===== config.mk =====
export PLATFORM = sky130hd
export DESIGN_NAME = soc_timer
export DESIGN_NICKNAME = d
export VERILOG_FILES = /design/src/hdl/soc_pkg.sv /design/src/hdl/soc_timer.sv
export SDC_FILE = /design/constraint.sdc
export NUM_CORES = 1
export LEC_CHECK = 0
export BUFFER_PORTS_ARGS = -buffer_cell sky130_fd_sc_hd__clkbuf_2
export CORE_ASPECT_RATIO = 1.75
export CORE_MARGIN = 5
export CORE_UTILIZATION = 50
export DETAILED_ROUTE_END_ITERATION = 16
export HOLD_SLACK_MARGIN = 0.15
export PLACE_DENSITY = 0.77
export SYNTH_ARGS = -nofsm -noshare
export SYNTH_HDL_FRONTEND = slang
export SYNTH_SLANG_ARGS = --single-unit

===== constraint.sdc =====
create_clock -name i_clk -period 2 [get_ports i_clk]
set_clock_uncertainty 0.1 [all_clocks]
set_input_delay 0.2 -clock i_clk [delete_from_list [all_inputs] [get_ports i_clk]]
set_output_delay 0.2 -clock i_clk [all_outputs]
set_load 0.02 [all_outputs]

===== src/hdl/soc_pkg.sv =====
// system bus package
// widths of the master bus signals and the address slot codes
// that the bus mux decodes from the top address bits
// slots not listed here belong to the data RAM

`default_nettype none

package soc_pkg;

   // byte address on the master bus
   typedef logic [31:0] wb_adr_t;

   // one data word, used for both write and read data
   typedef logic [31:0] wb_dat_t;

   // one select bit per byte lane of a data word
   typedef logic [3:0] wb_sel_t;

   // top three address bits, which pick the slave
   typedef logic [2:0] slot_t;

   // peripheral slots
   localparam slot_t SLOT_GPIO  = 3'b100;
   localparam slot_t SLOT_TIMER = 3'b101;

   // no slave here, reads give zero and writes are dropped
   localparam slot_t SLOT_UNMAPPED = 3'b110;

   // RAM answers on 000 to 011 and on 111

endpackage

`default_nettype wire


===== src/hdl/soc_timer.sv =====
// machine timer
// free-running 32-bit time counter with a compare register
// the interrupt is a registered level, high while the count is
// at or above the compare value
// reads return the count, writes load the compare register

`default_nettype none

module soc_timer (
   input  wire                   i_clk,
   input  wire                   i_rst,
   input  wire soc_pkg::wb_dat_t i_dat,
   input  wire                   i_we,
   input  wire                   i_cyc,
   output soc_pkg::wb_dat_t      o_rdt,
   output logic                  o_irq
);

   soc_pkg::wb_dat_t mtime;
   soc_pkg::wb_dat_t mtimecmp;

   // counts every clock, wraps at the top
   always_ff @(posedge i_clk) begin
      if (i_rst) begin
         mtime <= '0;
      end else begin
         mtime <= mtime + 32'd1;
      end
   end

   // all ones after reset keeps the interrupt quiet
   always_ff @(posedge i_clk) begin
      if (i_rst) begin
         mtimecmp <= '1;
      end else if (i_cyc & i_we) begin
         mtimecmp <= i_dat;
      end
   end

   // unsigned compare
   always_ff @(posedge i_clk) begin
      if (i_rst) begin
         o_irq <= 1'b0;
      end else begin
         o_irq <= (mtime >= mtimecmp);
      end
   end

   assign o_rdt = mtime;

endmodule

`default_nettype wire


==> run_results.csv, run 1 <==
group,metric,value,unit
yosys,yosysTopAreaCell,"dfxtp_1",
sta,worst_slack,55.8,ps
cts,cts-buffers-inserted,9,
place,place.gp.congestion,0.850,
sta,max_freq,0.514,GHz
yosys,ys_ff_latch,65,
yosys,synth_top_area_frac,0.382,
global_routing,grt_pass1_wl,15.4,mm
cts,clock_path_buffers,2,
finish,fin_area,4630,sq um
outcome,outcome,"finished clean",
yosys,synthFlopType,"dfxtp_1",
sta,rsz0062_at_grt,"false",
sta,finalHoldViolations,0,
place,place_ws,-43.3,ps
finish,num-fill-cells,506,
power_and_ir_drop,p_sw_frac,0.228,
power_and_ir_drop,power_frac_clock,0.467,
worst_setup_path,r2r_slack,60,ps
finish,nets,567,
floorplanning,die_h,119,um
place,postPlaceCellArea,3990,sq um
sta,worst_pin_slew,535,ps
global_routing,grt_pass1_vias,3363,
routing,wl_per_cell,16.1,um
yosys,synth_edf_count,0,
routing,antenna_left,0,
yosys,synthCells,378,
cts,cts_tree,"built",
sta,fin_setup_tns,0,ps
power_and_ir_drop,ir_drop,0.000610,V
yosys,yosysWarnings,0,
place,dp_hpwl,6.70,mm
finish,areaGrowthSynthToFinish,35.9,%
power_and_ir_drop,p_leak,2.45,nW
worst_setup_path,endpoint_kind,"flop",
cts,clockRootBuffer,"clkbuf_16",
sta,setup_viol,0,
routing,drtPass1Iterations,4,
routing,wirelength,9.40,mm
cts,htreeDepth,3,
sta,relSlewSlack,0.643,
power_and_ir_drop,p_seq_frac,0.438,
yosys,synthDistinctLibCells,41,
routing,vias,3280,
sta,drv_slew,0,
yosys,ys_seq_area_frac,0.382,
power_and_ir_drop,totalPowerFinal,3.14,mW
floorplanning,initial_core_util,0.517,
finish,drive_gt1_frac,0.263,
worst_setup_path,critPathMaxFanout,12,
cts,clk_pin_slew,50,ps
global_routing,antenna_found_initial,0,
yosys,synth_fp_nets,447,
routing,drt_first_iter_violations,188,
place,port-buffer-count,68,
min_path,min_path_type,"in2reg",
finish,multiInputGateArea,1940,sq um
sta,fin_crit_sh,0.972,
finish,final_common_cell,"clkbuf_2",
floorplanning,io_pins,69,
cts,worstSkewPairLatency,330,ps
worst_setup_path,critPathLaunchType,"flop",
floorplanning,core_area,6590,sq um
yosys,yosys-top-cells-area,"dfxtp_1, ha_1, a211o_1",
finish,ff_latch_area,1310,sq um
finish,antenna_cells,0,
sta,min_period,1940,ps
power_and_ir_drop,intPower,2.43,mW
global_routing,grt_max_degree,39,
finish,final_cell_mix,"clkbuf_2, dfxtp_1, inv_1",
yosys,async_flop_share,0,
routing,viasPerCell,5.62,
floorplanning,placementRows,39,
worst_setup_path,required,2160,ps
routing,drc_errors,0,
worst_setup_path,path_class,"reg2reg",
power_and_ir_drop,powerDensity,679,nW/um^2
global_routing,grtUsageTotal,0.229,
power_and_ir_drop,comb_power_share,0.095,
worst_setup_path,worstPathArrival,2110,ps
sta,hold_slack,246,ps
yosys,synthesis.area,3410,sq um
yosys,syn_area_per_cell,9.01,sq um
cts,cts_num_sinks,65,
global_routing,grt_overflow,0,
floorplanning,dieArea,8630,sq um
floorplanning,fp.dieW,72.4,um
flow_run,cap_violations,0,
power_and_ir_drop,switchingPower,0.716,mW
[synth_stat cells (2+ instances only)]
cell,instances
dfxtp_1,65
inv_1,35
a211o_1,33
and3_1,33
ha_1,33
nor2_1,33
clkbuf_1,16
nand3_1,16
xnor2_1,16
nand2_1,15
a21oi_1,12
xor2_1,10
o21ai_0,9
and4_1,7
nand4_1,7
nor3_1,7
or3_1,3
a211oi_1,2
a21o_1,2
a221oi_1,2
nand4_2,2
[sequential cells by signal (all words and copies together) (netlist names)]
register / flops
mtimecmp: 32
o_rdt: 32
o_irq: 1
[area by class of cell]
cell class / count / area share
flip-flops and latches: 65 / 0.284
inverters: 35 / 0.0284
well taps: 82 / 0.0222
clock inverters: 3 / 0.00324
clock buffers: 12 / 0.0576
multi-input cells: 260 / 0.418
repair buffers: 127 / 0.187
[critical path, cell delays in order, from the launching register on]
cell and delay [ps]:
dfxtp_4 360, ha_4 130, nand2_1 50, or4_4 630, or3_2 470, a21oi_1 140
[what timing repair did]
action	CTS	global route
gates resized for setup	1	7
hold buffers	32	0
buffers inserted	0	1
endpoints found under the hold margin	32	0
endpoints found under the setup margin	1	5
pin swaps	1	2
[power groups by stage]
stage	logic [mW]	clock network (mW)	registers [mW]
CTS	0.297	1.50	1.37
detailed placement	0.246	0	1.40
global placement	0.234	0	1.40
floorplan	0.144	0	1.41
global route	0.331	1.55	1.38
finish	0.299	1.47	1.38
[final timing paths]
kind,startpoint,end,cells past startpoint
worst min register to register,mtimecmp[17],mtimecmp[17],1
worst max-delay path,o_rdt[0],o_rdt[16],5
worst max register to register,o_rdt[0],o_rdt[16],5
worst min-delay path,i_rst,mtimecmp[16],2
[per-stage QoR]
| stage | utilization | instances |
|---|---|---|
| after floorplan | - | 378 |
| after global placement | 0.606 | 536 |
| after detailed placement | 0.606 | 536 |
| after CTS | 0.697 | 583 |
| after global routing | 0.703 | 584 |
| final | 0.703 | 584 |
[per-layer routing]
layer	share of wire	vias up	track usage	wire, um
li1	-	1581	-	-
met1	0.35	1569	0.221	3280
met2	0.56	102	0.432	5260
met3	0.055	28	0.0590	517
met4	0.037	0	0.114	352
met5	0	-	0	0
[logic make-up after synthesis]
family                     share of synthesized area
and+or+nand+nor                                0.229
DFF                                            0.382
adders and majority gates                      0.121
AOI/OAI and AO/OA                              0.140
buffers and inverters                         0.0606
xor gates and xnor gates                      0.0669
Note: power is estimated with default switching activity, not from simulation.
==> inputs of run 2 (changes only) <==
SETUP_SLACK_MARGIN = 0.5   (was not set)
==> run_results.csv, run 2 (same netlist as run 1, synthesis figures left out) <==
group,metric,value,unit
finish,antenna_cells,0,
sta,worst_pin_slew,493,ps
power_and_ir_drop,p_leak,2.65,nW
cts,clockRootBuffer,"clkbuf_16",
min_path,min_path_type,"in2reg",
worst_setup_path,critPathMaxFanout,5,
worst_setup_path,critPathLaunch,"o_rdt[0]",
worst_setup_path,path_delay_family,"simple AND/OR/NAND/NOR gates",
cts,cts_tree,"built",
place,place.gp.congestion,0.818,
routing,vias,3295,
cts,htreeDepth,3,
finish,drive_gt1_frac,0.343,
routing,drt_first_iter_violations,126,
floorplanning,initial_core_util,0.517,
global_routing,grt_max_degree,37,
cts,cts-buffers-inserted,9,
worst_setup_path,cp_num_buf_inv,1,
worst_setup_path,cp.depth,6,
cts,worstSkewPairLatency,330,ps
global_routing,antenna_found_initial,0,
worst_setup_path,r2r_slack,70,ps
finish,final_cell_mix,"clkbuf_2, dfxtp_1, inv_1, a211o_1",
floorplanning,dieArea,8630,sq um
global_routing,grt_pass1_vias,3403,
sta,min_period,1930,ps
routing,wl_per_cell,17.0,um
routing,viasPerCell,5.59,
worst_setup_path,critPathSlowestCell,"or4_4",
floorplanning,core_area,6590,sq um
global_routing,grt_overflow,0,
global_routing,grtUsageTotal,0.233,
place,dp_hpwl,6.24,mm
sta,drv_slew,0,
routing,drtPass1Iterations,4,
sta,rsz0062_at_grt,"true",
floorplanning,fp.dieW,72.4,um
worst_setup_path,cpPeakStageDelay,540,ps
flow_run,cap_violations,0,
worst_setup_path,required,2170,ps
place,port-buffer-count,68,
worst_setup_path,endpoint_kind,"flop",
sta,setup_viol,0,
routing,antenna_left,0,
finish,areaGrowthSynthToFinish,46.6,%
global_routing,grt_pass1_wl,15.7,mm
cts,cts_num_sinks,65,
min_path,hold_path_depth,2,
floorplanning,die_h,119,um
routing,wirelength,10.0,mm
worst_setup_path,r2r_cells,6,
sta,relSlewSlack,0.670,
finish,final_common_cell,"clkbuf_2",
worst_setup_path,cp_cell_sequence,"ha_4 > nand2_2 > or4_4 > buf_4 > or3_4 > a21oi_2",
worst_setup_path,path_class,"reg2reg",
sta,fin_setup_tns,0,ps
worst_setup_path,r2r-start,"o_rdt[0]",
worst_setup_path,worstPathArrival,2100,ps
min_path,min_to,"o_rdt[30]",
worst_setup_path,critPathLaunchType,"flop",
routing,drc_errors,0,
worst_setup_path,worstReg2RegEnd,"o_rdt[18]",
power_and_ir_drop,ir_drop,0.000605,V
min_path,min_from,"i_rst",
sta,finalHoldViolations,0,
finish,nets,571,
cts,clk_pin_slew,60,ps
outcome,outcome,"finished clean",
sta,fin_crit_sh,0.965,
finish,finalNonFillerCells,589,
floorplanning,io_pins,69,
floorplanning,placementRows,39,
power_and_ir_drop,powerDensity,691,nW/um^2
sta,max_freq,0.518,GHz
place,dp.cells,519,
cts,clock_path_buffers,2,
run 2: worst reg2reg max path: stages, from the launching register on:
cell and delay [ps]:
dfxtp_4 370, ha_4 180, nand2_2 60, or4_4 540
buf_4 180, or3_4 320, a21oi_2 120
run 2: metal layers:
layer  global-route usage  share of wire
met1                0.227           0.35
met2                0.429           0.55
met3               0.0548          0.051
met4                0.140          0.046
met5                    0              0
run 2: power by group:
| part | switching [mW] | total [mW] | internal (mW) | leakage (nW) |
|---|---|---|---|---|
| Sequential | 0.0296 | 1.36 | 1.33 | 0.546 |
| Combinational | 0.153 | 0.326 | 0.173 | 1.93 |
| Clock | 0.565 | 1.76 | 1.20 | 0.168 |
| Total | 0.748 | 3.45 | 2.70 | 2.65 |
run 2: through the flow:
| stage | worst slack, ps | cell area (sq um) | power (mW) | utilization | hold slack, ps |
|---|---|---|---|---|---|
| CTS | 140 | 4870 | 3.46 | 0.740 | 218 |
| finish | 69.2 | 4990 | 3.45 | 0.758 | 236 |
| global route | 24.2 | 4990 | 3.56 | 0.758 | 270 |
| floorplan | 216 | 3560 | 1.54 | - | 310 |
| detailed placement | -39.5 | 4000 | 1.63 | 0.607 | 349 |
| global placement | -10.9 | 4000 | 1.62 | 0.607 | 344 |
run 2: layout make-up:
type,count,area (sq um)
Sequential cell,65,1360
Tap cell,82,103
Inverter,35,131
Clock buffer,12,268
Fill cell,451,1590
Clock inverter,4,71.3
Timing Repair Buffer,131,926
Multi-Input combinational cell,260,2130
run 2: how the worst max path moves through the flow:
stage / endpoint / slack [ps]
5_1_grt: o_rdt[18] / 20
2_1_floorplan: o_rdt[18] / 220
6_report: o_rdt[18] / 70
3_5_place_dp: o_irq / -40
4_1_cts: o_irq / 140
3_3_place_gp: o_irq / -10
run 2: timing repair:
action / 4_1_cts / 5_1_grt
gates resized for setup: 23 / 15
setup buffers: 12 / 10
pin swaps: 10 / 20
hold endpoints to repair: 32 / 0
setup endpoints to repair: 21 / 23
hold buffers: 32 / 0
