==> config.mk <==
export PLATFORM = sky130hd
export DESIGN_NAME = soc_bus_mux
export DESIGN_NICKNAME = d
export VERILOG_FILES = /design/src/hdl/soc_pkg.sv /design/src/hdl/soc_bus_mux.sv
export SDC_FILE = /design/constraint.sdc
export NUM_CORES = 1
export LEC_CHECK = 0
export BUFFER_PORTS_ARGS = -buffer_cell sky130_fd_sc_hd__buf_2
export CORE_AREA = 3 3 63 65
export DETAILED_ROUTE_END_ITERATION = 6
export DIE_AREA = 0 0 66 68
export GPL_TIMING_DRIVEN = 0
export PLACE_DENSITY = 0.79
export SLEW_MARGIN = 20
export SYNTH_ARGS = -nofsm -noshare
export SYNTH_HDL_FRONTEND = slang
export SYNTH_SLANG_ARGS = --single-unit
==> constraint.sdc <==
create_clock -name i_clk -period 0.9 [get_ports i_clk]
set_clock_uncertainty 0.2 [all_clocks]
set_input_delay 0 -clock i_clk [delete_from_list [all_inputs] [get_ports i_clk]]
set_output_delay 0 -clock i_clk [all_outputs]
set_load 0.01 [all_outputs]
==> src/hdl/soc_pkg.sv <==
// system bus package
// widths of the master bus signals and the address slot codes
// that the bus mux decodes from the top address bits
// slots not listed here belong to the data RAM

`default_nettype none

package soc_pkg;

   // byte address on the master bus
   typedef logic [31:0] wb_adr_t;

   // one data word, used for both write and read data
   typedef logic [31:0] wb_dat_t;

   // one select bit per byte lane of a data word
   typedef logic [3:0] wb_sel_t;

   // top three address bits, which pick the slave
   typedef logic [2:0] slot_t;

   // peripheral slots
   localparam slot_t SLOT_GPIO  = 3'b100;
   localparam slot_t SLOT_TIMER = 3'b101;

   // no slave here, reads give zero and writes are dropped
   localparam slot_t SLOT_UNMAPPED = 3'b110;

   // RAM answers on 000 to 011 and on 111

endpackage

`default_nettype wire

==> src/hdl/soc_bus_mux.sv <==
// system bus mux
// decodes the slot of the master address into one slave strobe,
// selects the read data of the addressed slave and produces the
// registered single-cycle acknowledge for the master
// the unmapped slot reads as zero and gets no strobe

`default_nettype none

module soc_bus_mux (
   input  wire                   i_clk,
   input  wire                   i_rst,

   // master side
   input  wire soc_pkg::wb_adr_t i_wb_adr,
   input  wire                   i_wb_cyc,
   output soc_pkg::wb_dat_t      o_wb_rdt,
   output logic                  o_wb_ack,

   // slave strobes
   output logic                  o_ram_cyc,
   output logic                  o_gpio_cyc,
   output logic                  o_timer_cyc,

   // slave read data
   input  wire soc_pkg::wb_dat_t i_ram_rdt,
   input  wire soc_pkg::wb_dat_t i_gpio_rdt,
   input  wire soc_pkg::wb_dat_t i_timer_rdt
);

   soc_pkg::slot_t slot;

   logic hit_gpio;
   logic hit_timer;
   logic hit_unmapped;
   logic hit_ram;

   // slot sits in the top bits of the byte address
   assign slot = i_wb_adr[$bits(soc_pkg::wb_adr_t)-1 -: $bits(soc_pkg::slot_t)];

   assign hit_gpio     = (slot == soc_pkg::SLOT_GPIO);
   assign hit_timer    = (slot == soc_pkg::SLOT_TIMER);
   assign hit_unmapped = (slot == soc_pkg::SLOT_UNMAPPED);

   // everything else is RAM, which gives the mirror at 111
   assign hit_ram = ~(hit_gpio | hit_timer | hit_unmapped);

   // at most one strobe is high at a time
   assign o_ram_cyc   = i_wb_cyc & hit_ram;
   assign o_gpio_cyc  = i_wb_cyc & hit_gpio;
   assign o_timer_cyc = i_wb_cyc & hit_timer;

   // read data follows the held address
   // RAM data is registered and valid in the ack cycle
   always_comb begin
      case (slot)
         soc_pkg::SLOT_GPIO: begin
            o_wb_rdt = i_gpio_rdt;
         end
         soc_pkg::SLOT_TIMER: begin
            o_wb_rdt = i_timer_rdt;
         end
         soc_pkg::SLOT_UNMAPPED: begin
            o_wb_rdt = '0;
         end
         default: begin
            o_wb_rdt = i_ram_rdt;
         end
      endcase
   end

   // ack one cycle after the request, then cleared for one cycle
   // so a held cyc gives a toggling ack
   always_ff @(posedge i_clk) begin
      if (i_rst) begin
         o_wb_ack <= 1'b0;
      end else begin
         o_wb_ack <= i_wb_cyc & ~o_wb_ack;
      end
   end

endmodule

`default_nettype wire

==> results of run 1 <==
## cell type report
cell class / count / area, um2 / area share
well taps: 46 / 57.56 / 0.03251
flip-flops and latches: 1 / 20.02 / 0.01131
plain buffers: 10 / 125.1 / 0.07067
repair buffers: 140 / 743.2 / 0.4198
multi-input cells: 70 / 824.5 / 0.4657
## what timing repair did
item                                   CTS  global route
cloned                                   1             1
gates resized for setup                 18            28
setup endpoints to repair               33            32
buffers inserted                         0             2
pin swaps                                5             7
endpoints found under the hold margin    1             1
## worst paths after layout
path	startpoint	end	slack (ns)	cells after the start
worst max-delay path	i_wb_adr[29]	o_wb_rdt[12]	-0.09	5
worst min-delay path	i_rst	o_wb_ack	-0.03	2
worst max register to register	o_wb_ack	o_wb_ack	0.16	1
worst min register to register	o_wb_ack	o_wb_ack	0.21	1
## cells by family (layout without fill, tap and decap cells)
kind of cell,count (synthesis),count (layout),share of synthesized area
flip-flops,1,1,0.02593
multiplexers,32,32,0.4149
AND/OR/NAND/NOR,5,5,0.04863
AO/OA/AOI/OAI,33,33,0.3841
buffers and inverters,11,150,0.1264
## layer usage
layer	GRT usage	up-vias	share of wire	routed length (um)
met5	0	-	0	0
li1	-	622	-	-
met1	0.1492	558	0.37	1347
met2	0.2578	74	0.53	1899
met4	0	0	0	0
met3	0.01314	0	0.098	351
## metrics by stage
stage          setup slack, ns  power [W]  TNS, ns
2_1_floorplan          0.05198  0.0004340        0
3_3_place_gp           -0.2449  0.0008005   -6.726
3_5_place_dp           -0.2679  0.0008127   -7.230
4_1_cts               -0.09897  0.0008620   -2.346
5_1_grt                -0.1191   0.001043   -3.074
6_report              -0.09038  0.0009716   -2.328
## cells in the final DEF (no fill, tap or decap), drive strengths merged
cell type / instances
mux2i: 32
o2bb2ai: 32
and4b: 1
dfxtp: 1
buf: 150
a21bo: 1
nor3b: 2
nand2b: 1
and2: 1
## power groups by stage
stage,registers [W],clock network [W],logic (W)
floorplan,0.0000503,0,0.000384
global placement,0.0000489,0,0.000752
detailed placement,0.0000490,0,0.000764
CTS,0.0000490,0,0.000813
global route,0.0000494,0,0.000993
finish,0.0000490,0,0.000923
==> results.tsv, run 1 <==
stage	metric	value	unit
status	outcome	complete, but fails checks	
pwr	peakVddDrop	0.3897	mV
placed_design	postPlaceCellArea	1510	um2
synth	synth_area_per_cell	9.415	um2
layout	drive_gt1_frac	0.7873	
synth	syn_inst	82	
synth	ys_top_cells_by_count	mux2i_1 (32), o2bb2ai_1 (32), buf_6 (7)	
sta	setup_slack	-0.09038	ns
layout	top_regs	o_wb_ack (1)	
global_route	grt_pass1_vias	1150	
critical_path	cpLargestDelayFamily	buffers and inverters	
sta	worstMarginPinSlew	0.2331	ns
global_route	grt_pass1_wl	4712	um
critical_path	path_buf_inv	3	
routing	vias_per_cell	4.697	
synth	seq_area_frac_synth	0.02593	
global_route	grt.total_usage	0.1263	
pwr	p_int	0.0005692	W
synth	synth-edff-count	0	
routing	drtIter0Drc	29	
synth	syn-num-nets	213	
synth	synth_cell_types	11	
routing	drc	0	
layout	diodes	0	
sta	final-setup-viol-count	32	
layout	area_growth	129.3	%
layout	stdcell_area	1770	um2
sta	fin_crit	0.9904	ns
critical_path	crit_path_top_delay_cell	a21bo_4	
layout	layout.nets	354	
critical_path	cp.arrival	0.79	ns
die	start_util	0.2278	
synth	synthFlopType	dfxtp_1	
sta	hold_slack	-0.03403	ns
critical_path	critPathLaunchType	input port	
clock_network	clk_latency	0	ns
critical_path	path_max_fanout	10	
die	fp.dieArea	4488	um2
layout	largest_register	o_wb_ack	
synth	yosys.area.top_type	mux2i_1	
pwr	pwr-share-comb	0.950	
placed_design	place_congestion	0.7006	
sta	maxSlewViolCount	0	
layout	largest_register_ffs	1	
synth	synth_area	772.0	um2
min_path	worstHoldPathType	in2reg	
critical_path	crit_required	0.70	ns
pwr	p_sw_frac	0.4141	
sta	rsz0062_at_grt	yes	
sta	period_share	1.100	
synth	synth_top_area_share	0.4149	
synth	yosys_warnings	0	
pwr	clkPwrFrac	0	
global_route	grt_max_degree	11	
clock_network	clkSlewWorstSetupHoldPaths	0	ns
critical_path	critPathKind	in2out	
placed_design	numPortBuffers	136	
critical_path	crit_path_end_kind	output pin	
sta	timing_hold_violations_final	1	
placed_design	hpwl	2877	um
critical_path	cp_slowest_stage_delay	0.26	ns
global_route	antenna_found_initial	0	
synth	synth-async-reset-ratio	0	
job	drv_cap	0	
pwr	p_per_area	548.8	nW/um2
routing	vias	1254	
placed_design	dp.cells	264	
routing	drt-total-wl	3598	um
routing	wire_per_inst	13.48	um
routing	first_pass_iters	4	
die	core	3390	um2
die	die_x	66	um
synth	ys_top_cells_by_area	mux2i_1 (41%), o2bb2ai_1 (36%), buf_6 (10%)	
layout	fillers	331	
global_route	grt-ovfl-total	0	
routing	ant_nets	0	
status	violations	negative hold slack, negative setup slack	
pwr	power.leakage	0.9623	nW
sta	slew_headroom	0.8415	
die	die_y	68	um
pwr	switchingPower	0.0004023	W
die	num_rows	21	
layout	stdcell_count	267	
critical_path	path_cells	buf_12, a21bo_4, buf_8, o2bb2ai_1, buf_2	
pwr	p_seq_frac	0.050	
layout	finish.utilization	0.5223	
sta	fmax	1010	MHz
synth	ys_ff_latch	1	
die	io_pins	167	
Power figures use the tool's default switching activity.
==> run 2, diff against run 1 <==
--- a/config.mk
+++ b/config.mk
@@ -6,11 +6,11 @@
 export NUM_CORES = 1
 export LEC_CHECK = 0
 export BUFFER_PORTS_ARGS = -buffer_cell sky130_fd_sc_hd__buf_2
-export CORE_AREA = 3 3 63 65
+export CORE_MARGIN = 3
+export CORE_UTILIZATION = 22
 export DETAILED_ROUTE_END_ITERATION = 6
-export DIE_AREA = 0 0 66 68
 export GPL_TIMING_DRIVEN = 0
-export PLACE_DENSITY = 0.79
+export PLACE_DENSITY = 0.83
 export SLEW_MARGIN = 20
 export SYNTH_ARGS = -nofsm -noshare
 export SYNTH_HDL_FRONTEND = slang
==> constraint.sdc (replaced) <==
create_clock -name i_clk -period 0.81 [get_ports i_clk]
set_clock_uncertainty 0.2 [all_clocks]
set_input_delay 0 -clock i_clk [delete_from_list [all_inputs] [get_ports i_clk]]
set_output_delay 0 -clock i_clk [all_outputs]
set_load 0.01 [all_outputs]
==> run 2 against run 1 <==
- the run still ends with negative hold slack, negative setup slack left
- cell area is 9.6% higher
- die area is 5.2% lower
- core utilization is 8.4 points higher
==> results.tsv, run 2 (same netlist as run 1, synthesis figures left out) <==
stage	metric	value	unit	change
status	outcome	complete, but fails checks		unchanged
status	violations	negative hold slack, negative setup slack		unchanged
routing	wire_per_inst	15.45	um	was 13.48 um
sta	period_share	1.234		
global_route	grt-ovfl-total	0		unchanged
sta	rsz0062_at_grt	yes		unchanged
die	io_pins	167		unchanged
sta	fin_crit	0.9994	ns	
global_route	grt.total_usage	0.1574		was 0.1263
layout	layout_commonest_cell	buf_2		unchanged
routing	first_pass_iters	4		unchanged
sta	maxSlewViolCount	0		unchanged
layout	stdcell_count	266		was 267
min_path	worstHoldPathType	in2reg		unchanged
critical_path	critPathLaunchType	input port		unchanged
layout	largest_register_ffs	1		unchanged
pwr	clkPwrFrac	0		about the same
sta	slew_headroom	0.8363		was 0.8415
routing	vias_per_cell	4.733		was 4.697
routing	ant_nets	0		unchanged
critical_path	cp.arrival	0.80	ns	was 0.79 ns
clock_network	clk_latency	0	ns	about the same
pwr	peakVddDrop	0.3831	mV	was 0.3897 mV
global_route	antenna_found_initial	0		unchanged
placed_design	place_congestion	0.7730		was 0.7006
die	start_util	0.2410		was 0.2278
pwr	power.leakage	1.005	nW	was 0.9623 nW
layout	drive_gt1_frac	0.8468		was 0.7873
sta	timing_hold_violations_final	1		unchanged
placed_design	dp.cells	262		was 264
critical_path	crit_start	i_wb_adr[29]		unchanged
layout	mostFrequentLayoutCells	buf_2 (131), mux2i_1 (28), o2bb2ai_2 (26)		was buf_2 (132), mux2i_1 (29), o2bb2ai_2 (16)
die	fp.dieArea	4256	um2	was 4488 um2
die	die_x	65.24	um	was 66 um
layout	stdcell_area	1941	um2	was 1770 um2
sta	fmax	1001	MHz	
sta	tns	-5.682	ns	was -2.328 ns
layout	fillers	298		was 331
sta	hold_slack	-0.03836	ns	was -0.03403 ns
pwr	switchingPower	0.0005143	W	was 0.0004023 W
global_route	grt_pass1_wl	5602	um	was 4712 um
critical_path	r2r-start	o_wb_ack		unchanged
layout	diodes	0		unchanged
placed_design	postPlaceCellArea	1703	um2	was 1510 um2
layout	largest_register	o_wb_ack		unchanged
placed_design	hpwl	3297	um	was 2877 um
die	num_rows	20		was 21
routing	drtIter0Drc	34		was 29
sta	setup_slack	-0.1894	ns	was -0.09038 ns
global_route	grt_pass1_vias	1235		was 1150
layout	layout.nets	355		was 354
critical_path	path_max_fanout	10		unchanged
pwr	pwr-share-comb	0.956		was 0.950
layout	area_growth	151.4	%	was 129.3%
min_path	worstHoldStart	i_rst		unchanged
pwr	p_seq_frac	0.044		was 0.050
job	drv_cap	0		unchanged
layout	top_regs	o_wb_ack (1)		unchanged
critical_path	critPathKind	in2out		unchanged
pwr	p_per_area	628.7	nW/um2	was 548.8 nW/um2
pwr	p_int	0.0007057	W	was 0.0005692 W
pwr	finalPower	0.001220	W	was 0.0009716 W
placed_design	place_ws	-0.3609	ns	was -0.2679 ns
clock_network	clkSlewWorstSetupHoldPaths	0	ns	about the same
sta	final-setup-viol-count	33		was 32
critical_path	crit_path_end_kind	output pin		unchanged
die	die_y	65.24	um	was 68 um
sta	worstMarginPinSlew	0.2387	ns	was 0.2331 ns
routing	drc	0		unchanged
global_route	grt_max_degree	11		unchanged
critical_path	crit_required	0.61	ns	was 0.70 ns
routing	drt-total-wl	4109	um	was 3598 um
die	core	3203	um2	was 3390 um2
placed_design	numPortBuffers	136		unchanged
routing	vias	1259		was 1254
pwr	p_sw_frac	0.4216		was 0.4141
==> run 2: changes by cell type in the layout (fill, tap and decap cells not counted), sizes merged <==
cell,delta
buf,+1
==> run 2: path summary, 6_finish.rpt <==
path                               endpoint  slack [ns]  cells after the start
worst max-delay path            o_wb_rdt[8]       -0.19                      5
worst min-delay path               o_wb_ack       -0.04                      2
worst max register to register     o_wb_ack        0.08                      1
worst min register to register     o_wb_ack        0.20                      1
==> run 2: routing by layer <==
metal,vias up,track usage,share of wire
met5,-,0,0
met4,0,0.007772,0.0037
met3,2,0.01880,0.080
met2,64,0.3110,0.58
met1,571,0.1867,0.34
li1,622,-,-
==> run 2: critical path, cell delays in order <==
cell and delay, ns:
buf_12 0.11, a21bo_4 0.26, buf_12 0.16, o2bb2ai_2 0.12, buf_2 0.14
==> run 2: repair_timing <==
action                                 4_1_cts  5_1_grt
cloned                                       1        0
setup buffers                                3        1
endpoints found under the hold margin        1        1
pin swaps                                    5        6
setup endpoints to repair                   35       35
gates resized for setup                     16       16
==> run 2: final cells by class <==
cell class / count / area, um2 / area share
sequential: 1 / 20.02 / 0.01032
tap: 44 / 55.05 / 0.02837
timing repair buffer: 141 / 773.2 / 0.3985
buffer: 10 / 137.6 / 0.07092
multi-input combinational: 70 / 954.7 / 0.4919
==> run 2: per-stage QoR <==
stage / hold slack (ns) / utilization
CTS: -0.03524 / 0.5664
global route: -0.01961 / 0.6059
detailed placement: -0.03524 / 0.5316
global placement: -0.03545 / 0.5316
floorplan: -0.1242 / -
finish: -0.03836 / 0.6059
==> run 2: power groups by stage <==
stage               registers (W)  clock network, W  logic, W
floorplan               0.0000558                 0  0.000543
global placement        0.0000543                 0  0.000973
detailed placement      0.0000544                 0   0.00100
CTS                     0.0000544                 0   0.00107
global route            0.0000546                 0   0.00125
finish                  0.0000543                 0   0.00117
